[src/hw/ccc_config.svh]
// ----------------------------------------------------------------------
// CCC engine configuration macros
// register file locations, DDR word bit positions, DAT base address
// and the error hold time
// ----------------------------------------------------------------------
`ifndef CCC_CONFIG_SVH
`define CCC_CONFIG_SVH

// register file map
`define CCC_REGF_BASE          16'd1000                    // first descriptor location
`define CCC_REGF_ZERO_LOC      (`CCC_REGF_BASE - 16'd1)    // eight zero bits live here
`define CCC_REGF_DEFBYTE_LOC   (`CCC_REGF_BASE + 16'd2)    // defining byte
`define CCC_REGF_REG_DATA_OFS  16'd4                       // regular descriptor data start
`define CCC_REGF_IMM_DATA_OFS  16'd2                       // immediate, +1 with defining byte

// end bit counts inside a 20 bit DDR word, counter wraps after 19
`define CCC_BIT_PRE_END        6'd2
`define CCC_BIT_RNW_END        6'd3
`define CCC_BIT_RSV_END        6'd10
`define CCC_BIT_BYTE1_END      6'd10
`define CCC_BIT_BYTE2_END      6'd18
`define CCC_BIT_PAR_END        6'd0

// crc word layout
`define CCC_BIT_CRC_TOKEN_END  6'd6     // 4'hC token below this
`define CCC_BIT_CRC_VALUE_END  6'd11    // 5 bit checksum below this
`define CCC_BIT_CRC_END        6'd12

// addressing
`define CCC_DAT_BASE_ADDR      7'd8     // device index 0
`define CCC_BCAST_ADDR         7'h7E

`define CCC_ERR_HOLD_CYCLES    6'd38    // ones driven in ERROR

`endif

[src/hw/ccc_pkg.sv]
// ----------------------------------------------------------------------
// shared types of the CCC engine
// FSM states, tx/rx/stall codes, error codes, descriptor and port structs
// ----------------------------------------------------------------------
package ccc_pkg;

  typedef enum logic [4:0] {
    ST_IDLE, ST_PRE_CMD, ST_RNW, ST_RESERVED, ST_SECOND_CMD_BYTE,
    ST_PARITY_CMD, ST_PRE_FIRST_DATA, ST_CCC_BYTE, ST_DEFINING_BYTE,
    ST_ZEROS, ST_PARITY_DATA, ST_PRE_DATA, ST_FIRST_DATA_BYTE,
    ST_SECOND_DATA_BYTE, ST_CRC, ST_RESTART_PATTERN, ST_EXIT_PATTERN,
    ST_ERROR, ST_FINISH
  } ccc_state_e;

  typedef enum logic [3:0] {
    TX_ZERO       = 4'd0,  TX_ONE       = 4'd1,
    TX_SPECIAL_PRE = 4'd2, TX_SEVEN_ZEROS = 4'd3,  // 01 preamble, 7 reserved zeros
    TX_SER_ADDR   = 4'd5,  TX_SER_BYTE  = 4'd6,    // byte given by the engine
    TX_SER_FIRST  = 4'd7,  TX_SER_SECOND = 4'd8,   // bytes from the register file
    TX_PARITY     = 4'd9,  TX_CRC_TOKEN = 4'd10,
    TX_CRC_VALUE  = 4'd11, TX_RESTART   = 4'd12,
    TX_EXIT       = 4'd13
  } ccc_tx_mode_e;

  typedef enum logic [2:0] {RX_SECOND_PRE = 3'd0, RX_FIRST_PRE = 3'd1} ccc_rx_mode_e;

  typedef enum logic [3:0] {STALL_EXIT = 4'b1110, STALL_RESTART = 4'b1111} ccc_stall_code_e;

  typedef enum logic [3:0] {
    SUCCESS, CRC_ERR, PARITY_ERR, FRAME, ADDR_HEADER,
    NACK, OVL, SRE, C_ABORTED, T_ABORTED
  } ccc_err_e;

  // last descriptor nibble, view picked by attr[0]
  typedef union packed {
    struct packed {logic dbp; logic [2:0] pad;} regular;
    struct packed {logic [2:0] dtt; logic pad;} immediate;
  } ccc_descr_tail_u;

  typedef struct packed {
    logic [2:0]      attr;       // 0 regular, 1 immediate
    logic [7:0]      cmd;        // CCC value
    logic [4:0]      dev_index;  // DAT entry
    logic            toc;        // exit after this command
    ccc_descr_tail_u tail;
  } ccc_descr_t;

  typedef struct packed {
    logic [5:0] bitcnt;
    logic       tx_done;
    logic       rx_done;
    logic       rx_second_pre;  // sampled target preamble bit
    logic       stall_done;
    logic       last_frame;
  } ccc_phy_status_t;

  typedef struct packed {logic en; ccc_tx_mode_e    mode;} ccc_tx_ctrl_t;
  typedef struct packed {logic en; ccc_rx_mode_e    mode;} ccc_rx_ctrl_t;
  typedef struct packed {logic en; ccc_stall_code_e code;} ccc_stall_ctrl_t;

endpackage

[src/hw/ccc_regf_addr_gen.sv]
// ----------------------------------------------------------------------
// register file data address counter
// loads the first data location, steps once per data byte
// ----------------------------------------------------------------------
`timescale 1ns/10ps
`include "ccc_config.svh"

module ccc_regf_addr_gen
  import ccc_pkg::*;
(
  input  logic        i_sys_clk,
  input  logic        i_sys_rst,
  input  logic        i_load,        // transfer start
  input  logic        i_step,        // data byte sent
  input  logic        i_immediate,   // descriptor attr[0]
  input  logic        i_def_byte,
  output logic [15:0] o_data_addr
);

  logic [15:0] start_ofs;
  logic [15:0] data_addr_q;

  // immediate data shifts by one slot when the defining byte takes byte 3
  always_comb begin
    if (i_immediate) begin
      start_ofs = `CCC_REGF_IMM_DATA_OFS + {15'd0, i_def_byte};
    end else begin
      start_ofs = `CCC_REGF_REG_DATA_OFS;
    end
  end

  always_ff @(posedge i_sys_clk or negedge i_sys_rst) begin
    if (!i_sys_rst) begin
      data_addr_q <= `CCC_REGF_BASE;
    end else if (i_load) begin
      data_addr_q <= `CCC_REGF_BASE + start_ofs;
    end else if (i_step) begin
      data_addr_q <= data_addr_q + 16'd1;  // next byte location
    end
  end

  assign o_data_addr = data_addr_q;

  // the FSM loads only from IDLE and steps only in the data states
  a_load_step_excl : assert property (@(posedge i_sys_clk) disable iff (!i_sys_rst)
    !(i_load && i_step))
    else $error("address load and step in the same cycle");

endmodule

[config.mk]
export PLATFORM = sky130hd
export DESIGN_NAME = ccc_regf_addr_gen
export DESIGN_NICKNAME = d
export VERILOG_FILES = /design/src/hw/ccc_pkg.sv /design/src/hw/ccc_regf_addr_gen.sv
export VERILOG_INCLUDE_DIRS = /design/src /design/src/hw
export SDC_FILE = /design/constraint.sdc
export NUM_CORES = 1
export LEC_CHECK = 0
export BUFFER_PORTS_ARGS = -buffer_cell sky130_fd_sc_hd__buf_2
export CORE_MARGIN = 10
export CORE_UTILIZATION = 30
export DETAILED_ROUTE_END_ITERATION = 7
export MAX_ROUTING_LAYER = met4
export PLACE_DENSITY = 0.55
export SETUP_SLACK_MARGIN = 0.15
export SYNTH_ARGS = -nofsm -noshare
export SYNTH_HDL_FRONTEND = slang
export SYNTH_SLANG_ARGS = --single-unit
[constraint.sdc]
create_clock -name i_sys_clk -period 1.7 [get_ports i_sys_clk]
set_clock_uncertainty 0.15 [all_clocks]
set_input_delay 0.255 -clock i_sys_clk [delete_from_list [all_inputs] [get_ports i_sys_clk]]
set_output_delay 0.255 -clock i_sys_clk [all_outputs]
set_load 0.02 [all_outputs]
==> results of run 1 <==
[cell usage after synthesis, types with 2 or more instances]
library cell  instances  area share (%)
clkbuf_1              2            0.86
dfrtp_1              10              28
nor4_2                3             4.3
nand2b_1              6             4.3
nor2_1                9             3.8
dfstp_2               6              18
xor2_1                2             2.0
o21ai_0               3             1.7
inv_1                 3             1.3
nand3_1               4             2.3
xnor2_1               8             8.0
nor3_1                3             1.7
nand4_1               3             2.1
a21oi_1               4             2.3
a31o_2                2             2.0
nor2_2                2             1.4
nand2_1               5             2.1
[cells by family after synthesis]
family / synth area share, %
flops: 46.4
compound gates: 9.55
buf+inv: 2.71
fa+ha+maj: 1.42
simple gates: 28.8
mux: 1.14
xor+xnor: 9.97
[power breakdown]
group | internal [mW] | total [mW] | switching, mW | leakage (nW)
logic | 0.0738 | 0.158 | 0.0844 | 0.314
clock network | 0.130 | 0.252 | 0.122 | 0.0210
registers | 0.396 | 0.416 | 0.0194 | 0.194
total | 0.601 | 0.826 | 0.226 | 0.530
[worst max path at each step]
stage               depth (start not counted)           start              end
global route                                4  o_data_addr[5]   o_data_addr[9]
global placement                            5  o_data_addr[0]  o_data_addr[14]
finish                                      4  o_data_addr[5]  o_data_addr[13]
floorplan                                   4  o_data_addr[7]  o_data_addr[11]
detailed placement                          5  o_data_addr[0]  o_data_addr[14]
CTS                                         4  o_data_addr[5]  o_data_addr[12]
[through the flow]
step	instances	util [%]	cell area, um^2	hold slack, ns
2_1_floorplan	86	-	895	-0.191
3_3_place_gp	137	37.4	1040	0.0424
3_5_place_dp	137	37.4	1040	0.0427
4_1_cts	152	42.0	1170	0.0569
5_1_grt	154	44.2	1230	0.0692
6_report	154	44.2	1230	0.0629
[routing by layer]
metal	part of all wire, %	GRT usage (%)	vias to the layer above
met1	45	9.67	353
li1	-	-	371
met5	0	-	-
met2	50	14.8	14
met4	0.84	2.48	0
met3	4.3	3.32	2
[critical path, stage by stage, from the launching register on]
cell and delay (ns):
dfstp_2 0.59, nand4_4 0.21, nor3_4 0.27, a21oi_1 0.10
a31o_1 0.19
[layout make-up]
| cell class | instances | area (um^2) | share of cell area (%) |
|---|---|---|---|
| flip-flops and latches | 16 | 410 | 33.4 |
| inverters | 3 | 11.3 | 0.916 |
| multi-input cells | 64 | 498 | 40.5 |
| repair buffers | 36 | 234 | 19.0 |
| well taps | 31 | 38.8 | 3.16 |
| clock buffers | 4 | 36.3 | 2.95 |
[repair_timing]
item / 4_1_cts / 5_1_grt
gates resized for setup: 2 / 9
endpoints found under the setup margin: 6 / 10
hold buffers: 1 / 0
setup buffers: 10 / 2
pin swaps: 3 / 4
hold endpoints to repair: 10 / 0
==> impl_results.md, run 1 <==
* Status: finished, final reports clean
* Commonest cells after routing, fill and taps aside: buf_2, buf_4, dfrtp_1, nor2_1, xnor2_1
* Overall Power at 0.826 mW
* Warnings, synthesis at 0
* Layout overhead on the synthesized area at 39.9%
* Largest net degree at the start of global routing at 18
* Max-cap violations at 0
* Syn_area_per_cell at 10.2 um^2
* Nets at 131
* Vias at 740
* Clock slew at reported path FFs at 0.10 ns
* CTS tree: yes
* Power per standard cell area at 672 mW/mm^2
* Post-Route WL at 2.14 mm
* Worst setup SP type: flop
* Number of H-tree levels at 1
* Reg2reg end: o_data_addr[13]
* Synthesized Nets at 93
* Final worst slack at 0.0964 ns
* Place WS at 0.0855 ns
* Grt total ovfl at 0
* Layout cell share with drive strength beyond 1 at 51.2%
* Post-synth EDFFs at 0
* Clock Sinks at 16
* Finish-stage setup viols at 0
* Hold_sp: i_def_byte
* Register area share after synthesis at 46.4%
* Worst skew pair latency at 0.29 ns
* Core box area at 0.00278 mm^2
* Min-Delay Path Class: primary input to flop
* Period utilization at 94.3%
* Routability congestion estimate at 0.733
* Netlist cell types at 28
* Flops & latches, synth at 16
* Pre-antenna DRT Iters at 3
* IO buf count at 21
* First-pass GRT wire length at 3.74 mm
* Lkg Pwr at 0.530 nW
* WS Path Type: flop to flop
* Initial Util at 31.6%
* TritonCTS Buffers at 3
* Ant. Diodes at 0
* Leading cell type in the layout, fill and taps excluded: buf_2
* Worst hold endpoint: o_data_addr[0]
* RSZ-0062 raised after global routing: true
* Post-synthesis async set-or-reset flop share at 100%
* Io pins at 22
* # rows at 19
* Fmax at 0.624 GHz
* Final routed DRC violation total at 0
* DR vias/cell at 4.81
* Cell area after synthesis at 878 um^2
* Hold path depth at 3
* Least-Margin Pin Slew at 0.516 ns
* Req. time, crit path at 1.74 ns
* Antenna Nets Post-Route at 0
* Max FFs per register at 16
* Slew Limit Fails at 0
* Worst EP arrival at 1.64 ns
* FF-to-FF setup slack at 0.1 ns
* Clock buffer depth at 2
* Vias in the first global route at 816
* Post-synth top flop: dfrtp_1
* Syn Inst Count at 86
* Die width at 74.1 um
* Fill cell count at 277
* Worst relative slew slack at 65.4%
* Critical R2R Launch: o_data_addr[5]
* Max rail drop VDD at 0.529 mV
* R2R depth at 4
* Routed length per instance at 13.9 um
* GRT Total Usage at 8.88%
* DR iter-0 viols at 9
* CP Capture Type: flop
* Die area at 0.00549 mm^2
* TNS Setup at 0 ns
* Placed wire-length estimate at 1.53 mm
* Initial antenna violation count at 0
* Die height at 74.1 um
* Crit path time final at 1.60 ns
* Final Hold Viols at 0
* CTS root buf: clkbuf_4
* CP max FO at 8
(Power assumes the default switching activity.)
==> inputs of run 2 (changes only) <==
--- a/config.mk
+++ b/config.mk
@@ -7,11 +7,13 @@
 export NUM_CORES = 1
 export LEC_CHECK = 0
 export BUFFER_PORTS_ARGS = -buffer_cell sky130_fd_sc_hd__buf_2
+export CELL_PAD_IN_SITES_DETAIL_PLACEMENT = 1
+export CELL_PAD_IN_SITES_GLOBAL_PLACEMENT = 1
 export CORE_MARGIN = 10
 export CORE_UTILIZATION = 30
 export DETAILED_ROUTE_END_ITERATION = 7
 export MAX_ROUTING_LAYER = met4
-export PLACE_DENSITY = 0.55
+export PLACE_DENSITY = 0.67
 export SETUP_SLACK_MARGIN = 0.15
 export SYNTH_ARGS = -nofsm -noshare
 export SYNTH_HDL_FRONTEND = slang
==> run 2 against run 1 <==
  * Clock power increased by 2%
  * Die area unchanged
  * Critical path depth unchanged
  * Non-clock buffer count is 5 lower
  * Final cell count decreased by 3.2%
  * Worst setup slack got worse by 0.018 ns
  * Largest cell class unchanged
==> impl_results.md, run 2 (synthesized netlist as in run 1, its figures left out) <==
* Status: finished, final reports clean
* # rows at 19
* Overall Power at 0.818 mW
* Clock slew at reported path FFs at 0.10 ns
* Routability congestion estimate at 0.739
* Layout cell share with drive strength beyond 1 at 48.3%
* Die height at 74.1 um
* Initial antenna violation count at 0
* Number of H-tree levels at 1
* FF-to-FF setup slack at 0.08 ns
* Grt total ovfl at 0
* Placed wire-length estimate at 1.66 mm
* Worst setup SP type: flop
* Max-cap violations at 0
* Initial Util at 31.6%
* IO buf count at 21
* Lkg Pwr at 0.490 nW
* Slew Limit Fails at 0
* Max FFs per register at 16
* Min-Delay Path Class: primary input to flop
* Pre-antenna DRT Iters at 4
* Largest net degree at the start of global routing at 18
* Die area at 0.00549 mm^2
* Routed length per instance at 14.9 um
* First-pass GRT wire length at 3.61 mm
* Worst hold slack at 0.0476 ns
* Ant. Diodes at 0
* Req. time, crit path at 1.74 ns
* Final core occ at 42.2%
* DR vias/cell at 4.97
* Worst relative slew slack at 68.8%
* Clock buffer depth at 2
* Least-Margin Pin Slew at 0.466 ns
* CTS tree: yes
* Cell area after layout at 0.00117 mm^2
* Worst skew pair latency at 0.29 ns
* Commonest cells after routing, fill and taps aside: buf_2, dfrtp_1, buf_4, nor2_1, xnor2_1
* Vias at 741
* Die width at 74.1 um
* Finish-stage setup viols at 0
* CP Capture Type: flop
* Crit path time final at 1.62 ns
* Max rail drop VDD at 0.450 mV
* CP max FO at 8
* Core box area at 0.00278 mm^2
* Io pins at 22
* Layout overhead on the synthesized area at 33.8%
* Final Hold Viols at 0
* Period utilization at 95.4%
* Fmax at 0.617 GHz
* TritonCTS Buffers at 3
* Worst EP arrival at 1.66 ns
* Antenna Nets Post-Route at 0
* Nets at 126
* CTS root buf: clkbuf_4
* Power per standard cell area at 696 mW/mm^2
* GRT Total Usage at 8.39%
* RSZ-0062 raised after global routing: true
* Leading cell type in the layout, fill and taps excluded: buf_2
* DR iter-0 viols at 24
* Clock Sinks at 16
* Placed instance area at 0.00105 mm^2
* WS Path Type: flop to flop
* Post-Route WL at 2.22 mm
* Vias in the first global route at 756
* Final routed DRC violation total at 0
==> run 2: changes by cell type in the layout (fill, tap and decap cells not counted) <==
| cell | previous run | this run |
|---|---|---|
| a21oi_1 | 3 | 4 |
| buf_4 | 12 | 8 |
| nor4_4 | 1 | 0 |
| buf_6 | 3 | 2 |
| nor4_2 | 2 | 3 |
| a21oi_2 | 1 | 0 |
==> run 2: where the power goes <==
part | internal (mW) | leakage [nW] | switching (mW)
logic | 0.0641 | 0.275 | 0.0799
clock network | 0.131 | 0.0210 | 0.126
registers | 0.396 | 0.194 | 0.0214
total | 0.591 | 0.490 | 0.227
==> run 2: final timing paths <==
path / startpoint / endpoint / depth (start not counted)
max: o_data_addr[5] / o_data_addr[13] / 4
min: i_def_byte / o_data_addr[0] / 3
max reg2reg: o_data_addr[5] / o_data_addr[13] / 4
min reg2reg: o_data_addr[6] / o_data_addr[6] / 2
max in group asynchronous: i_sys_rst / o_data_addr[6] / 2
min in group asynchronous: i_sys_rst / o_data_addr[2] / 2
==> run 2: layout make-up <==
cell class / count / area (um^2)
Tap cell: 31 / 38.8
Inverter: 3 / 11.3
Multi-Input combinational cell: 64 / 485
Fill cell: 327 / 1610
Sequential cell: 16 / 410
Timing Repair Buffer: 31 / 193
Clock buffer: 4 / 36.3
==> run 2: worst max-delay path, cell delays in order (launching register included) <==
cell and delay, ns:
dfstp_2 0.59, nand4_4 0.20, nor3_4 0.27, a21oi_1 0.12
a31o_1 0.19
==> run 2: stage by stage <==
stage	setup TNS [ns]	std cells	worst slack (ns)
3_5_place_dp	0	138	0.0928
6_report	0	149	0.0785
2_1_floorplan	0	86	0.146
5_1_grt	-0.00435	149	-0.00435
4_1_cts	0	144	0.0963
3_3_place_gp	0	138	0.121
==> run 2: layer usage <==
layer,track usage (%),routed length [um],vias to the layer above
li1,-,-,363
met1,9.57,1020,359
met2,13.4,1040,16
met3,3.86,148,3
met4,1.24,10,0
met5,-,0,-
==> run 2: what timing repair did <==
action,CTS,global route
gates resized for setup,2,6
endpoints found under the hold margin,10,0
buffers inserted,1,5
hold buffers,1,0
pin swaps,2,2
endpoints found under the setup margin,7,12
==> inputs of run 3 (changes only) <==
--- a/config.mk
+++ b/config.mk
@@ -6,6 +6,7 @@
 export SDC_FILE = /design/constraint.sdc
 export NUM_CORES = 1
 export LEC_CHECK = 0
+export ABC_AREA = 1
 export BUFFER_PORTS_ARGS = -buffer_cell sky130_fd_sc_hd__buf_2
 export CELL_PAD_IN_SITES_DETAIL_PLACEMENT = 1
 export CELL_PAD_IN_SITES_GLOBAL_PLACEMENT = 1
@@ -13,7 +14,7 @@
 export CORE_UTILIZATION = 30
 export DETAILED_ROUTE_END_ITERATION = 7
 export MAX_ROUTING_LAYER = met4
-export PLACE_DENSITY = 0.67
+export PLACE_DENSITY = 0.68
 export SETUP_SLACK_MARGIN = 0.15
 export SYNTH_ARGS = -nofsm -noshare
 export SYNTH_HDL_FRONTEND = slang
==> run 3 against run 2 <==
  * Area after synthesis rose by 16%
  * Combinational power rose by 22%
  * First-iteration DRC count is 58% higher
  * Fmax rose by 7.5%
  * Largest power group unchanged
  * Final area up 7.5%
  * Critical path type unchanged
==> impl_results.md, run 3 <==
* Core box area at 0.00331 mm^2
* Slew Limit Fails at 0
* DR iter-0 viols at 38
* Post-synth top flop: dfrtp_1
* Req. time, crit path at 1.77 ns
* Worst EP arrival at 1.58 ns
* Post-Synth Adder-Cell Area at 1.23%
* Worst hold slack at 0.0747 ns
* Antenna Nets Post-Route at 0
* Final routed DRC violation total at 0
* Top-count cell post-synth: nand2_1
* Clock Sinks at 16
* Max-cap violations at 0
* XOR/XNOR Fraction of Synth Area at 0%
* Die area at 0.00614 mm^2
* Register share of total power at 51.5%
* Mux cell area share after synthesis at 0%
* Clock slew at reported path FFs at 0.10 ns
* Status: finished, final reports clean
* Synth top area share at 24.5%
* Syn_area_per_cell at 8.44 um^2
* Post-synth EDFFs at 0
* Synthesized Nets at 128
* Power per standard cell area at 646 mW/mm^2
* Final Hold Viols at 0
* Sw power at 0.262 mW
* Layout cell share with drive strength beyond 1 at 42.8%
* Max FFs per register at 16
* Post-Route WL at 2.69 mm
* Initial antenna violation count at 0
* Clock buffer depth at 2
* Complex-gate fraction of the synthesized area at 9.44%
* Routability congestion estimate at 0.726
* Post-synthesis simple-gate area fraction at 42.5%
* Worst skew pair latency at 0.29 ns
* Register area share after synthesis at 40.0%
* Biggest area consumer among synthesized cells: dfrtp_1
* GRT Total Usage at 9.35%
* Vias in the first global route at 1006
* Most instantiated cells after synthesis: nand2_1, nor2_1, inv_1, dfrtp_1
* Leading cell type in the layout, fill and taps excluded: nand2_1
* Initial Util at 30.8%
* First-pass GRT wire length at 4.61 mm
* Post-synthesis async set-or-reset flop share at 100%
* CP Capture Type: flop
* Warnings, synthesis at 0
* CTS tree: yes
* Io pins at 22
* Flops & latches, synth at 16
* Nets at 160
* Placed wire-length estimate at 2.12 mm
* Area contributors post-synth: dfrtp_1, dfstp_2, nand2_1
* Commonest cells after routing, fill and taps aside: nand2_1, buf_2, inv_1, nor2_1, dfrtp_1
* Period utilization at 88.8%
* Grt total ovfl at 0
* Cell area after synthesis at 0.00102 mm^2
* Least-Margin Pin Slew at 0.385 ns
* Worst relative slew slack at 74.4%
* Netlist cell types at 25
* Gate power share at 21.6%
* TritonCTS Buffers at 3
* Number of H-tree levels at 1
* Die height at 78.3 um
* Ant. Diodes at 0
* WS Path Type: flop to flop
* Clk pwr share at 26.9%
* CTS root buf: clkbuf_4
* Layout overhead on the synthesized area at 23.7%
* RSZ-0062 raised after global routing: true
* DR vias/cell at 4.64
* Routed length per instance at 13.6 um
* Lkg Pwr at 0.591 nW
* Largest family of logic cells by synthesized area: simple AND/OR/NAND/NOR gates
* Crit path time final at 1.51 ns
* Finish-stage setup viols at 0
* IO buf count at 21
* Min-Delay Path Class: primary input to flop
* Pre-antenna DRT Iters at 4
* Syn Inst Count at 121
* Int Power at 0.554 mW
* CP max FO at 5
* TNS Setup at 0 ns
* Vias at 918
* Largest net degree at the start of global routing at 17
* Overall Power at 0.816 mW
* Die width at 78.3 um
* Sw Ratio at 32.1%
* Max rail drop VDD at 0.285 mV
* Worst setup SP type: flop
* # rows at 21
* Fmax at 0.663 GHz
-- run 3: cell count changes in the layout (fill, tap and decap cells not counted), moves of 6 or more --
cell	change
nand2_1	+20
nand2b_1	-6
xnor2_1	-7
nand2_2	+8
inv_1	+8
nor2_4	+9
-- run 3: layout make-up --
| type | instances | area (um^2) |
|---|---|---|
| Multi-Input combinational cell | 91 | 558 |
| Sequential cell | 16 | 408 |
| Inverter | 12 | 45.0 |
| Fill cell | 422 | 2050 |
| Timing Repair Buffer | 29 | 168 |
| Clock buffer | 4 | 26.3 |
| Tap cell | 46 | 57.6 |
-- run 3: cells by family after synthesis --
group                    Yosys count
buffers and inverters             14
flip-flops                        16
adder cells (fa/ha/maj)            1
AO/OA/AOI/OAI                     17
AND/OR/NAND/NOR                   73
-- run 3: worst paths after layout --
path | from | endpoint | slack [ns] | cells past startpoint
worst max-delay path | o_data_addr[3] | o_data_addr[8] | 0.19 | 6
worst min-delay path | i_def_byte | o_data_addr[0] | 0.07 | 3
worst max register to register | o_data_addr[3] | o_data_addr[8] | 0.19 | 6
worst min register to register | o_data_addr[9] | o_data_addr[9] | 0.39 | 2
max in group asynchronous | i_sys_rst | o_data_addr[7] | 0.83 | 2
min in group asynchronous | i_sys_rst | o_data_addr[14] | 0.25 | 2
-- run 3: timing repair --
item / in CTS / in global routing
endpoints found under the setup margin: 0 / 8
gates resized for setup: 0 / 5
hold buffers: 1 / 0
buffers inserted: 0 / 6
hold endpoints to repair: 10 / 0
-- run 3: critical path, cell delays in order, from the launching register on --
cell	delay, ns
dfstp_2	0.58
buf_4	0.13
nand3_4	0.11
nor2_4	0.14
nand2_1	0.10
o21ai_1	0.14
nand3_1	0.08
-- run 3: stage by stage --
stage	setup WS (ns)	area (um^2)	instances	utilization (%)
floorplan	0.185	1020	121	-
global placement	0.233	1170	187	35.2
detailed placement	0.206	1170	187	35.2
CTS	0.172	1200	192	36.3
global route	0.0905	1260	198	38.1
finish	0.191	1260	198	38.1
-- run 3: per-layer routing --
| metal | global-route usage, % | up-vias | routed length, um |
|---|---|---|---|
| met5 | - | - | 0 |
| met1 | 10.9 | 437 | 1180 |
| met2 | 14.6 | 20 | 1320 |
| li1 | - | 457 | - |
| met4 | 4.30 | 0 | 53 |
| met3 | 2.62 | 4 | 149 |
-- run 3: power groups by stage --
stage	clock (mW)	sequential, mW	combinational (mW)
after floorplan	0	0.443	0.0909
after global placement	0	0.428	0.152
after detailed placement	0	0.429	0.155
after CTS	0.228	0.423	0.157
after global routing	0.244	0.424	0.198
final	0.219	0.421	0.176
