==> src/hw/ccc_config.svh <==
// ----------------------------------------------------------------------
// CCC engine configuration macros
// register file locations, DDR word bit positions, DAT base address
// and the error hold time
// ----------------------------------------------------------------------
`ifndef CCC_CONFIG_SVH
`define CCC_CONFIG_SVH

// register file map
`define CCC_REGF_BASE          16'd1000                    // first descriptor location
`define CCC_REGF_ZERO_LOC      (`CCC_REGF_BASE - 16'd1)    // eight zero bits live here
`define CCC_REGF_DEFBYTE_LOC   (`CCC_REGF_BASE + 16'd2)    // defining byte
`define CCC_REGF_REG_DATA_OFS  16'd4                       // regular descriptor data start
`define CCC_REGF_IMM_DATA_OFS  16'd2                       // immediate, +1 with defining byte

// end bit counts inside a 20 bit DDR word, counter wraps after 19
`define CCC_BIT_PRE_END        6'd2
`define CCC_BIT_RNW_END        6'd3
`define CCC_BIT_RSV_END        6'd10
`define CCC_BIT_BYTE1_END      6'd10
`define CCC_BIT_BYTE2_END      6'd18
`define CCC_BIT_PAR_END        6'd0

// crc word layout
`define CCC_BIT_CRC_TOKEN_END  6'd6     // 4'hC token below this
`define CCC_BIT_CRC_VALUE_END  6'd11    // 5 bit checksum below this
`define CCC_BIT_CRC_END        6'd12

// addressing
`define CCC_DAT_BASE_ADDR      7'd8     // device index 0
`define CCC_BCAST_ADDR         7'h7E

`define CCC_ERR_HOLD_CYCLES    6'd38    // ones driven in ERROR

`endif

==> src/hw/ccc_pkg.sv <==
// ----------------------------------------------------------------------
// shared types of the CCC engine
// FSM states, tx/rx/stall codes, error codes, descriptor and port structs
// ----------------------------------------------------------------------
package ccc_pkg;

  typedef enum logic [4:0] {
    ST_IDLE, ST_PRE_CMD, ST_RNW, ST_RESERVED, ST_SECOND_CMD_BYTE,
    ST_PARITY_CMD, ST_PRE_FIRST_DATA, ST_CCC_BYTE, ST_DEFINING_BYTE,
    ST_ZEROS, ST_PARITY_DATA, ST_PRE_DATA, ST_FIRST_DATA_BYTE,
    ST_SECOND_DATA_BYTE, ST_CRC, ST_RESTART_PATTERN, ST_EXIT_PATTERN,
    ST_ERROR, ST_FINISH
  } ccc_state_e;

  typedef enum logic [3:0] {
    TX_ZERO       = 4'd0,  TX_ONE       = 4'd1,
    TX_SPECIAL_PRE = 4'd2, TX_SEVEN_ZEROS = 4'd3,  // 01 preamble, 7 reserved zeros
    TX_SER_ADDR   = 4'd5,  TX_SER_BYTE  = 4'd6,    // byte given by the engine
    TX_SER_FIRST  = 4'd7,  TX_SER_SECOND = 4'd8,   // bytes from the register file
    TX_PARITY     = 4'd9,  TX_CRC_TOKEN = 4'd10,
    TX_CRC_VALUE  = 4'd11, TX_RESTART   = 4'd12,
    TX_EXIT       = 4'd13
  } ccc_tx_mode_e;

  typedef enum logic [2:0] {RX_SECOND_PRE = 3'd0, RX_FIRST_PRE = 3'd1} ccc_rx_mode_e;

  typedef enum logic [3:0] {STALL_EXIT = 4'b1110, STALL_RESTART = 4'b1111} ccc_stall_code_e;

  typedef enum logic [3:0] {
    SUCCESS, CRC_ERR, PARITY_ERR, FRAME, ADDR_HEADER,
    NACK, OVL, SRE, C_ABORTED, T_ABORTED
  } ccc_err_e;

  // last descriptor nibble, view picked by attr[0]
  typedef union packed {
    struct packed {logic dbp; logic [2:0] pad;} regular;
    struct packed {logic [2:0] dtt; logic pad;} immediate;
  } ccc_descr_tail_u;

  typedef struct packed {
    logic [2:0]      attr;       // 0 regular, 1 immediate
    logic [7:0]      cmd;        // CCC value
    logic [4:0]      dev_index;  // DAT entry
    logic            toc;        // exit after this command
    ccc_descr_tail_u tail;
  } ccc_descr_t;

  typedef struct packed {
    logic [5:0] bitcnt;
    logic       tx_done;
    logic       rx_done;
    logic       rx_second_pre;  // sampled target preamble bit
    logic       stall_done;
    logic       last_frame;
  } ccc_phy_status_t;

  typedef struct packed {logic en; ccc_tx_mode_e    mode;} ccc_tx_ctrl_t;
  typedef struct packed {logic en; ccc_rx_mode_e    mode;} ccc_rx_ctrl_t;
  typedef struct packed {logic en; ccc_stall_code_e code;} ccc_stall_ctrl_t;

endpackage

==> src/hw/ccc_engine_fsm.sv <==
// ----------------------------------------------------------------------
// CCC transfer state machine
// command word, CCC word, data words, CRC word, restart/exit patterns,
// error state with its own hold counter
// ----------------------------------------------------------------------
`timescale 1ns/10ps
`include "ccc_config.svh"

module ccc_engine_fsm
  import ccc_pkg::*;
(
  input  logic            i_sys_clk,
  input  logic            i_sys_rst,
  input  logic            i_engine_en,
  input  ccc_phy_status_t i_phy,
  input  ccc_descr_t      i_descr,
  input  logic            i_direct,
  input  logic            i_def_byte,
  input  logic [6:0]      i_target_addr,
  input  logic [15:0]     i_data_addr,
  output logic            o_load,
  output logic            o_step,
  output ccc_tx_ctrl_t    o_tx,
  output logic [7:0]      o_txrx_addr_ccc,
  output ccc_rx_ctrl_t    o_rx,
  output ccc_stall_ctrl_t o_stall,
  output logic            o_bitcnt_en,
  output logic            o_frmcnt_en,
  output logic            o_regf_rd_en,
  output logic [15:0]     o_regf_addr,
  output logic            o_engine_done,
  output logic            o_engine_odd,
  output ccc_err_e        o_err_status
);

  ccc_state_e state_q, state_d;
  ccc_err_e   err_q, err_d;
  logic       first_frame_q;   // still in the 7E frame
  logic       odd_q;
  logic [5:0] hold_cnt_q;
  logic [5:0] bitcnt;
  logic       tx_done;
  logic       bcast_frame;     // 7E frame in front of a direct CCC
  logic       pre_rx;          // target owns the second preamble bit
  logic       pre_end;

  assign bitcnt      = i_phy.bitcnt;
  assign tx_done     = i_phy.tx_done;
  assign bcast_frame = i_direct && first_frame_q;
  assign pre_rx      = (bitcnt == `CCC_BIT_PRE_END - 6'd1 && tx_done) ||
                       (bitcnt == `CCC_BIT_PRE_END);
  assign pre_end     = (bitcnt == `CCC_BIT_PRE_END) && i_phy.rx_done;

  always_ff @(posedge i_sys_clk or negedge i_sys_rst) begin
    if (!i_sys_rst) begin
      state_q       <= ST_IDLE;
      err_q         <= SUCCESS;
      first_frame_q <= 1'b1;
      odd_q         <= 1'b0;
      hold_cnt_q    <= 6'd0;
    end else begin
      state_q    <= state_d;
      err_q      <= err_d;
      hold_cnt_q <= (state_q == ST_ERROR) ? hold_cnt_q + 6'd1 : 6'd0;
      if (state_q == ST_IDLE && i_engine_en) begin
        first_frame_q <= 1'b1;
        odd_q         <= 1'b0;
      end else if (state_q == ST_RESTART_PATTERN && state_d == ST_PRE_CMD) begin
        first_frame_q <= 1'b0;  // target frame follows
      end
      if (state_q == ST_FIRST_DATA_BYTE && state_d == ST_ZEROS) begin
        odd_q <= 1'b1;
      end
    end
  end

  // odd shows already during the last single data byte
  assign o_engine_odd = odd_q || (state_q == ST_FIRST_DATA_BYTE && i_phy.last_frame);
  assign o_err_status = err_q;

  always_comb begin
    state_d         = state_q;
    err_d           = err_q;
    o_load          = 1'b0;
    o_step          = 1'b0;
    o_tx.en         = 1'b0;
    o_tx.mode       = TX_ZERO;
    o_txrx_addr_ccc = 8'h00;
    o_rx.en         = 1'b0;
    o_rx.mode       = RX_SECOND_PRE;
    o_stall.en      = 1'b0;
    o_stall.code    = STALL_EXIT;
    o_bitcnt_en     = 1'b1;   // low only outside the words
    o_frmcnt_en     = 1'b0;
    o_regf_rd_en    = 1'b0;
    o_regf_addr     = 16'd0;
    o_engine_done   = 1'b0;
    case (state_q)
      ST_IDLE: begin
        o_bitcnt_en = 1'b0;
        if (i_engine_en) begin
          o_load  = 1'b1;          // first data location
          err_d   = SUCCESS;
          state_d = ST_PRE_CMD;
        end
      end
      ST_PRE_CMD: begin
        o_tx = '{en: 1'b1, mode: TX_SPECIAL_PRE};
        if (bitcnt == `CCC_BIT_PRE_END && tx_done) state_d = ST_RNW;
      end
      ST_RNW: begin
        o_tx = '{en: 1'b1, mode: TX_ZERO};  // write only
        if (bitcnt == `CCC_BIT_RNW_END && tx_done) state_d = ST_RESERVED;
      end
      ST_RESERVED: begin
        o_tx = '{en: 1'b1, mode: TX_SEVEN_ZEROS};
        if (bitcnt == `CCC_BIT_RSV_END && tx_done) state_d = ST_SECOND_CMD_BYTE;
      end
      ST_SECOND_CMD_BYTE: begin
        // the first frame always goes to 7E, only a direct target frame carries the address
        o_tx            = '{en: 1'b1, mode: TX_SER_ADDR};
        o_txrx_addr_ccc = {1'b0, first_frame_q ? `CCC_BCAST_ADDR : i_target_addr};
        if (bitcnt == `CCC_BIT_BYTE2_END && tx_done) state_d = ST_PARITY_CMD;
      end
      ST_PARITY_CMD: begin
        o_tx = '{en: 1'b1, mode: TX_PARITY};
        if (bitcnt == `CCC_BIT_PAR_END && tx_done) begin
          // target frame of a direct CCC goes straight to its data
          state_d = (i_direct && !first_frame_q) ? ST_PRE_DATA : ST_PRE_FIRST_DATA;
        end
      end
      ST_PRE_FIRST_DATA, ST_PRE_DATA: begin
        if (pre_rx) begin
          o_rx = '{en: 1'b1, mode: RX_SECOND_PRE};
        end else begin
          o_tx = '{en: 1'b1, mode: TX_ONE};
        end
        if (pre_end && state_q == ST_PRE_FIRST_DATA) begin
          state_d = i_phy.rx_second_pre ? ST_ERROR : ST_CCC_BYTE;   // 1 is NACK
          err_d   = i_phy.rx_second_pre ? NACK : err_q;
        end else if (pre_end) begin
          state_d = i_phy.rx_second_pre ? ST_FIRST_DATA_BYTE : ST_ERROR;  // 0 is abort
          err_d   = i_phy.rx_second_pre ? err_q : T_ABORTED;
        end
      end
      ST_CCC_BYTE: begin
        o_tx            = '{en: 1'b1, mode: TX_SER_BYTE};
        o_txrx_addr_ccc = i_descr.cmd;
        if (bitcnt == `CCC_BIT_BYTE1_END && tx_done) begin
          state_d = i_def_byte ? ST_DEFINING_BYTE : ST_ZEROS;
        end
      end
      ST_DEFINING_BYTE, ST_ZEROS: begin
        o_tx         = '{en: 1'b1, mode: TX_SER_BYTE};
        o_regf_rd_en = 1'b1;
        o_regf_addr  = (state_q == ST_ZEROS) ? `CCC_REGF_ZERO_LOC : `CCC_REGF_DEFBYTE_LOC;
        if (bitcnt == `CCC_BIT_BYTE2_END && tx_done) state_d = ST_PARITY_DATA;
      end
      ST_PARITY_DATA: begin
        o_tx = '{en: 1'b1, mode: TX_PARITY};
        if (bitcnt == `CCC_BIT_PAR_END && tx_done) begin
          state_d = (i_phy.last_frame || bcast_frame) ? ST_CRC : ST_PRE_DATA;
        end
      end
      ST_FIRST_DATA_BYTE: begin
        o_tx         = '{en: 1'b1, mode: TX_SER_FIRST};
        o_regf_rd_en = 1'b1;
        o_regf_addr  = i_data_addr;
        if (bitcnt == `CCC_BIT_BYTE1_END && tx_done) begin
          o_frmcnt_en = 1'b1;
          o_step      = !i_phy.last_frame;
          state_d     = i_phy.last_frame ? ST_ZEROS : ST_SECOND_DATA_BYTE;  // odd count pads
        end
      end
      ST_SECOND_DATA_BYTE: begin
        o_tx         = '{en: 1'b1, mode: TX_SER_SECOND};
        o_regf_rd_en = 1'b1;
        o_regf_addr  = i_data_addr;
        if (bitcnt == `CCC_BIT_BYTE2_END && tx_done) begin
          o_frmcnt_en = 1'b1;
          o_step      = 1'b1;
          state_d     = ST_PARITY_DATA;
        end
      end
      ST_CRC: begin
        o_tx.en = 1'b1;
        if (bitcnt < `CCC_BIT_PRE_END) o_tx.mode = TX_SPECIAL_PRE;
        else if (bitcnt < `CCC_BIT_CRC_TOKEN_END) o_tx.mode = TX_CRC_TOKEN;
        else if (bitcnt < `CCC_BIT_CRC_VALUE_END) o_tx.mode = TX_CRC_VALUE;
        else o_tx.mode = TX_ONE;
        if (bitcnt == `CCC_BIT_CRC_END && tx_done) begin
          state_d = (bcast_frame || !i_descr.toc) ? ST_RESTART_PATTERN : ST_EXIT_PATTERN;
        end
      end
      ST_RESTART_PATTERN: begin
        o_bitcnt_en = 1'b0;  // next frame counts from 0
        o_tx        = '{en: 1'b1, mode: TX_RESTART};
        o_stall     = '{en: 1'b1, code: STALL_RESTART};
        if (i_phy.stall_done && tx_done) state_d = bcast_frame ? ST_PRE_CMD : ST_FINISH;
      end
      ST_EXIT_PATTERN: begin
        o_bitcnt_en = 1'b0;
        o_tx        = '{en: 1'b1, mode: TX_EXIT};
        o_stall     = '{en: 1'b1, code: STALL_EXIT};
        if (i_phy.stall_done && tx_done) state_d = ST_FINISH;
      end
      ST_ERROR: begin
        o_bitcnt_en = 1'b0;
        o_tx        = '{en: 1'b1, mode: TX_ONE};  // hold SDA high
        if (hold_cnt_q == `CCC_ERR_HOLD_CYCLES - 6'd1) state_d = ST_EXIT_PATTERN;
      end
      ST_FINISH: begin
        o_bitcnt_en   = 1'b0;
        o_engine_done = 1'b1;
        state_d       = ST_IDLE;
      end
      default: state_d = ST_IDLE;
    endcase
  end

  // the register file keeps the descriptor until the engine is idle again
  a_descr_stable : assert property (@(posedge i_sys_clk) disable iff (!i_sys_rst)
    (state_q != ST_IDLE) |-> $stable(i_descr))
    else $error("descriptor changed during a transfer");

endmodule

==> config.mk <==
export PLATFORM = sky130hd
export DESIGN_NAME = ccc_engine_fsm
export DESIGN_NICKNAME = d
export VERILOG_FILES = /design/src/hw/ccc_pkg.sv /design/src/hw/ccc_engine_fsm.sv
export VERILOG_INCLUDE_DIRS = /design/src /design/src/hw
export SDC_FILE = /design/constraint.sdc
export NUM_CORES = 1
export LEC_CHECK = 0
export ABC_AREA = 1
export BUFFER_PORTS_ARGS = -buffer_cell sky130_fd_sc_hd__buf_4
export CORE_MARGIN = 10
export CORE_UTILIZATION = 49
export DETAILED_ROUTE_END_ITERATION = 10
export GPL_ROUTABILITY_DRIVEN = 0
export HOLD_SLACK_MARGIN = 0.03
export PLACE_DENSITY_LB_ADDON = 0.05
export SLEW_MARGIN = 20
export SYNTH_ARGS = -nofsm -noshare
export SYNTH_HDL_FRONTEND = slang
export SYNTH_SLANG_ARGS = --single-unit
==> constraint.sdc <==
create_clock -name i_sys_clk -period 2.7 [get_ports i_sys_clk]
set_input_delay 0.54 -clock i_sys_clk [delete_from_list [all_inputs] [get_ports i_sys_clk]]
set_output_delay 0.54 -clock i_sys_clk [all_outputs]
set_load 0.01 [all_outputs]
==> flow_metrics.tcl, run 1 <==
set metrics [dict create \
    setup.worst_path.start "state_q[2]" \
    path_common_cell "nand2_1" \
    yosysWarnings 0 \
    tns_ns 0 \
    rrSetupSlack_ns 0.72 \
    cts.sinks 16 \
    portBuffers 89 \
    holdWs_ns 0.136 \
    fin_skew_ns 0.00154 \
    drtAntennaViolNets 0 \
    finalMaxSlewViolations 0 \
    synth.avg_cell_area_um2 5.53 \
    cap_violations 0 \
    synth-seq-cells 16 \
    grt_pass1_vias 2451 \
    hold_path.class "in2async" \
    ys_types 34 \
    cts_root_buf "clkbuf_8" \
    initial_core_util 0.504 \
    drc_errors 0 \
    p_per_area_nw_per_um2 336 \
    synth_edf_count 0 \
    crit_buf_inv 3 \
    endpoint_kind "output port" \
    first_iter_violations 237 \
    critPathMaxFanout 10 \
    r2r-end "odd_q" \
    wl_per_cell_um 14.2 \
    worstRegToRegCells 12 \
    post_cts_buffers 0 \
    worstSetupStartpointType "register" \
    worstReg2RegStart "state_q[2]" \
    finalCritPeriodShare 0.914 \
    synthArstFlopShare 1.00 \
    antenna_found_initial 0 \
    dr_total_vias 2601 \
    syn2layout_area_growth_pct 36.3 \
    dp_hpwl_mm 5.92 \
    clock_latency_ns 0.25 \
    period_needed_ns 2.47 \
    dr.pass1.iters 6 \
    synth_cells 364 \
    netlist_area_um2 2010 \
    num_rows 23 \
    crit_family "flip-flops" \
    postLayoutCoreUtil 0.686 \
    grt_use_total 0.190 \
    clock.fmax_mhz 405 \
    worst-setup-path-type "reg2out" \
    ir_drop_uv 323 \
    cp.depth 7 \
    core_area_um2 4000 \
    hold_viol 0 \
    cts.clk_slew.worst_paths_ns 0.06 \
    nets 515 \
    power_leakage_nw 1.67 \
    fin_cells 502 \
    die_w_um 84.1 \
    finalWirelength_mm 7.15 \
    cts_max_level 1 \
    grt_pass1_wl_mm 11.6 \
    cts_buffers 3 \
    finalSetupViolCount 0 \
    vias_per_cell 5.18 \
    dieArea_um2 7080 \
    seq_area_frac_synth 0.199 \
    max_stage_delay_ns 0.59 \
    grt_max_degree 17 \
    critPathRequiredTime_ns 2.16 \
    overflow 0 \
    status "finished, final reports clean" \
    ys.flop_type "dfrtp_1" \
    rsz0062_at_grt "false" \
    crit_chain "inv_2 > nor2_2 > nand2_1 > inv_1 > nand2_1 > o21ai_0 > buf_4" \
    cts_tree "yes" \
    drive_gt1_frac 0.288 \
    numPlacedInstances 498 \
    antenna_cells 0 \
    cp-endpoint "o_regf_addr[3]" \
    slowest_stage "dfrtp_1" \
    clock_path_buffers 2 \
    die_h_um 84.1 \
    io_pins 109 \
    worstPathArrival_ns 1.93 \
]
[flip-flops by register name, summed over array words and instances, names as in the netlist]
register and count:
first_frame_q 1, odd_q 1, state_q 5, hold_cnt_q 6, o_err_status 3
[per-stage QoR]
step                area, um2  worst slack (ns)  total power, W
floorplan                2030             0.721        0.000545
global placement         2690             0.345        0.000703
detailed placement       2690             0.335        0.000710
CTS                      2740             0.110        0.000920
global route             2750            0.0753        0.000991
finish                   2750             0.232        0.000923
[area by class of cell]
class / instances / area [um2]
timing repair buffer: 89 / 668
inverter: 65 / 244
tap: 50 / 62.6
fill: 399 / 1250
multi-input combinational: 278 / 1310
clock buffer: 4 / 55.1
sequential: 16 / 402
[routing by layer]
metal / wire [um] / share of wire / track usage / vias up
met5: 0 / 0 / 0 / -
met4: 68 / 0.0095 / 0.0381 / 0
met3: 727 / 0.10 / 0.0596 / 8
met2: 3130 / 0.44 / 0.309 / 149
met1: 3230 / 0.45 / 0.240 / 1155
li1: - / - / - / 1289
[worst min path at each step]
stage / start / to / slack [ns] / cells after the start
finish: i_sys_rst / odd_q / 0.14 / 1
global route: i_sys_rst / hold_cnt_q[4] / 0.14 / 1
CTS: i_sys_rst / hold_cnt_q[0] / 0.14 / 1
detailed placement: i_sys_rst / hold_cnt_q[5] / 0.41 / 1
global placement: i_sys_rst / hold_cnt_q[5] / 0.41 / 1
floorplan: i_sys_rst / hold_cnt_q[0] / 0.24 / 0
[Yosys cell counts (all sizes together), types with 2 or more instances]
cell,count,area share
nand2,113,0.22
nor2,76,0.17
inv,64,0.12
nand3,29,0.082
o21ai,23,0.057
dfrtp,15,0.19
buf,10,0.038
a21oi,5,0.012
nand4,4,0.012
nor3,4,0.012
o211ai,4,0.015
a211oi,2,0.0075
conb,2,0.0037
ha,2,0.012
nor4,2,0.0062
[what timing repair did]
item / in CTS / in global routing
resized for setup: 0 / 1
setup endpoints to repair: 0 / 3
endpoints found under the hold margin: 0 / 0
hold buffers: 0 / 0
[placed cells by master (no fill, tap or decap), types with 2 or more instances in the layout]
master / count
nor2_4: 3
a21oi_1: 5
ha_1: 2
o21ai_0: 20
nand3_1: 25
o21ai_1: 3
nor3_1: 3
inv_2: 9
nor2_1: 62
nand2_2: 5
clkbuf_8: 4
nand4_1: 4
nor4_1: 2
dfrtp_1: 15
conb_1: 7
nor2_2: 11
o211ai_1: 4
nand2_4: 2
inv_1: 55
nand3_2: 4
buf_4: 89
a211oi_1: 2
nand2_1: 106
[worst register-to-register path, cell delays in order, from the launching register on]
cell and delay [ns]:
dfrtp_1 0.59, nand3_2 0.24, nor2_2 0.22, nand2_2 0.09
nand2_2 0.10, inv_2 0.03, nand2_1 0.06, nand3_1 0.10
nor2_1 0.13, nand2_1 0.12, nor2_1 0.13, nand2_1 0.07
nand2_1 0.05
[power breakdown]
group | switching [W] | leakage [nW] | total (W) | internal [W]
registers | 0.0000314 | 0.216 | 0.000289 | 0.000257
logic | 0.000251 | 1.43 | 0.000423 | 0.000172
clock network | 0.0000812 | 0.0288 | 0.000211 | 0.000129
[logic make-up after synthesis]
family / count (synthesis) / synth area share
AND/OR/NAND/NOR: 230 / 0.510
buffers and inverters: 75 / 0.159
AO/OA/AOI/OAI: 38 / 0.111
flip-flops: 16 / 0.199
adder cells (fa/ha/maj): 2 / 0.0124
other: 2 / 0.00373
XOR/XNOR: 1 / 0.00435
No activity file was read; power rests on OpenSTA's default activity.
==> run 2: changes to the inputs <==
--- a/config.mk
+++ b/config.mk
@@ -14,6 +14,7 @@
 export GPL_ROUTABILITY_DRIVEN = 0
 export HOLD_SLACK_MARGIN = 0.03
 export PLACE_DENSITY_LB_ADDON = 0.05
+export REMOVE_ABC_BUFFERS = 1
 export SLEW_MARGIN = 20
 export SYNTH_ARGS = -nofsm -noshare
 export SYNTH_HDL_FRONTEND = slang
==> flow_metrics.tcl, run 2 (synthesis gave the netlist of run 1 again) <==
set metrics [dict create \
    cts_tree "yes" \
    portBuffers 89 \
    worstSetupStartpointType "register" \
    clock.fmax_mhz 409 \
    critPathRequiredTime_ns 2.16 \
    fin_skew_ns 0.00351 \
    nets 515 \
    dr.pass1.iters 5 \
    finalCritPeriodShare 0.905 \
    drc_errors 0 \
    die_w_um 84.1 \
    syn2layout_area_growth_pct 35.7 \
    post_cts_buffers 0 \
    cts.clk_slew.worst_paths_ns 0.07 \
    finalMaxSlewViolations 0 \
    rsz0062_at_grt "false" \
    antenna_cells 0 \
    status "finished, final reports clean" \
    worstPathArrival_ns 1.90 \
    top_register "hold_cnt_q" \
    worst-setup-path-type "reg2out" \
    io_pins 109 \
    overflow 0 \
    finalSetupViolCount 0 \
    antenna_found_initial 0 \
    post_cts_resized 0 \
    num-fill-cells 392 \
    num_rows 23 \
    p_per_area_nw_per_um2 329 \
    ir_drop_uv 430 \
    cts_buffers 3 \
    grt_pass1_vias 2443 \
    die_h_um 84.1 \
    drtAntennaViolNets 0 \
    mostFrequentLayoutCells "nand2_1 (106), buf_4 (89), nor2_1 (63)" \
    clock_latency_ns 0.26 \
    dp_hpwl_mm 5.89 \
    rrSetupSlack_ns 0.82 \
    period_needed_ns 2.44 \
    grt_use_total 0.191 \
    critPathMaxFanout 10 \
    clock_path_buffers 2 \
    multi_input_area_um2 1310 \
    ctsHoldBuffers 0 \
    dieArea_um2 7080 \
    first_iter_violations 298 \
    regArea_um2 403 \
    cts_root_buf "clkbuf_8" \
    drive_gt1_frac 0.285 \
    cap_violations 0 \
    power_leakage_nw 1.66 \
    r2r-end "odd_q" \
    mostFrequentLayoutCell "nand2_1" \
    endpoint_kind "output port" \
    finalWirelength_mm 7.07 \
    core_area_um2 4000 \
    wl_per_cell_um 14.1 \
    dr_total_vias 2552 \
    largest_reg_flops 6 \
    grt_pass1_wl_mm 11.6 \
    worstRegToRegCells 13 \
    grt_max_degree 17 \
    initial_core_util 0.504 \
    stdcell_area_um2 2730 \
    vias_per_cell 5.08 \
    worstReg2RegStart "state_q[0]" \
    cts_max_level 1 \
    tns_ns 0 \
    place_area_um2 2690 \
    hold_viol 0 \
    cts.sinks 16 \
    hold_path.class "in2async" \
]
==> run 2: report_power, final <==
part           internal [W]  switching [W]  leakage (nW)
Combinational      0.000172       0.000243          1.43
Clock              0.000105      0.0000882        0.0228
Sequential         0.000258      0.0000328         0.214
Total              0.000535       0.000364          1.66
==> run 2: worst max path at each step <==
stage / startpoint / endpoint / slack, ns / cells past startpoint
6_report: state_q[3] / o_tx[1] / 0.26 / 8
5_1_grt: state_q[4] / o_regf_addr[3] / 0.11 / 8
4_1_cts: state_q[2] / o_regf_addr[3] / 0.18 / 7
3_5_place_dp: i_phy[10] / o_tx[0] / 0.37 / 8
3_3_place_gp: i_phy[10] / o_tx[4] / 0.37 / 8
2_1_floorplan: i_phy[10] / o_tx[0] / 0.72 / 6
==> run 2: metal layers <==
layer,global-route usage,part of all wire
met1,0.235,0.40
met2,0.325,0.47
met3,0.0420,0.11
met4,0.0472,0.028
met5,0,0
==> run 2: per-stage QoR <==
stage	setup slack (ns)	instances	hold WS (ns)	total power, W	util
2_1_floorplan	0.721	359	0.244	0.000519	-
3_3_place_gp	0.374	498	0.409	0.000703	0.672
3_5_place_dp	0.366	498	0.410	0.000704	0.672
4_1_cts	0.181	502	0.134	0.000896	0.683
5_1_grt	0.106	502	0.136	0.000960	0.683
6_report	0.256	502	0.131	0.000898	0.683
==> run 2: critical path, stage by stage (launching register included) <==
cell and delay, ns:
dfrtp_1 0.46, inv_2 0.15, nand3_2 0.19, nor2_4 0.28
inv_1 0.12, nand2_1 0.10, nor2_1 0.06, o211ai_1 0.13
buf_4 0.16
==> run 2: cell type report <==
| type | instances | area share |
|---|---|---|
| tap | 50 | 0.0229 |
| inverter | 65 | 0.0892 |
| multi-input combinational | 278 | 0.480 |
| sequential | 16 | 0.147 |
| clock buffer | 4 | 0.0165 |
| timing repair buffer | 89 | 0.244 |
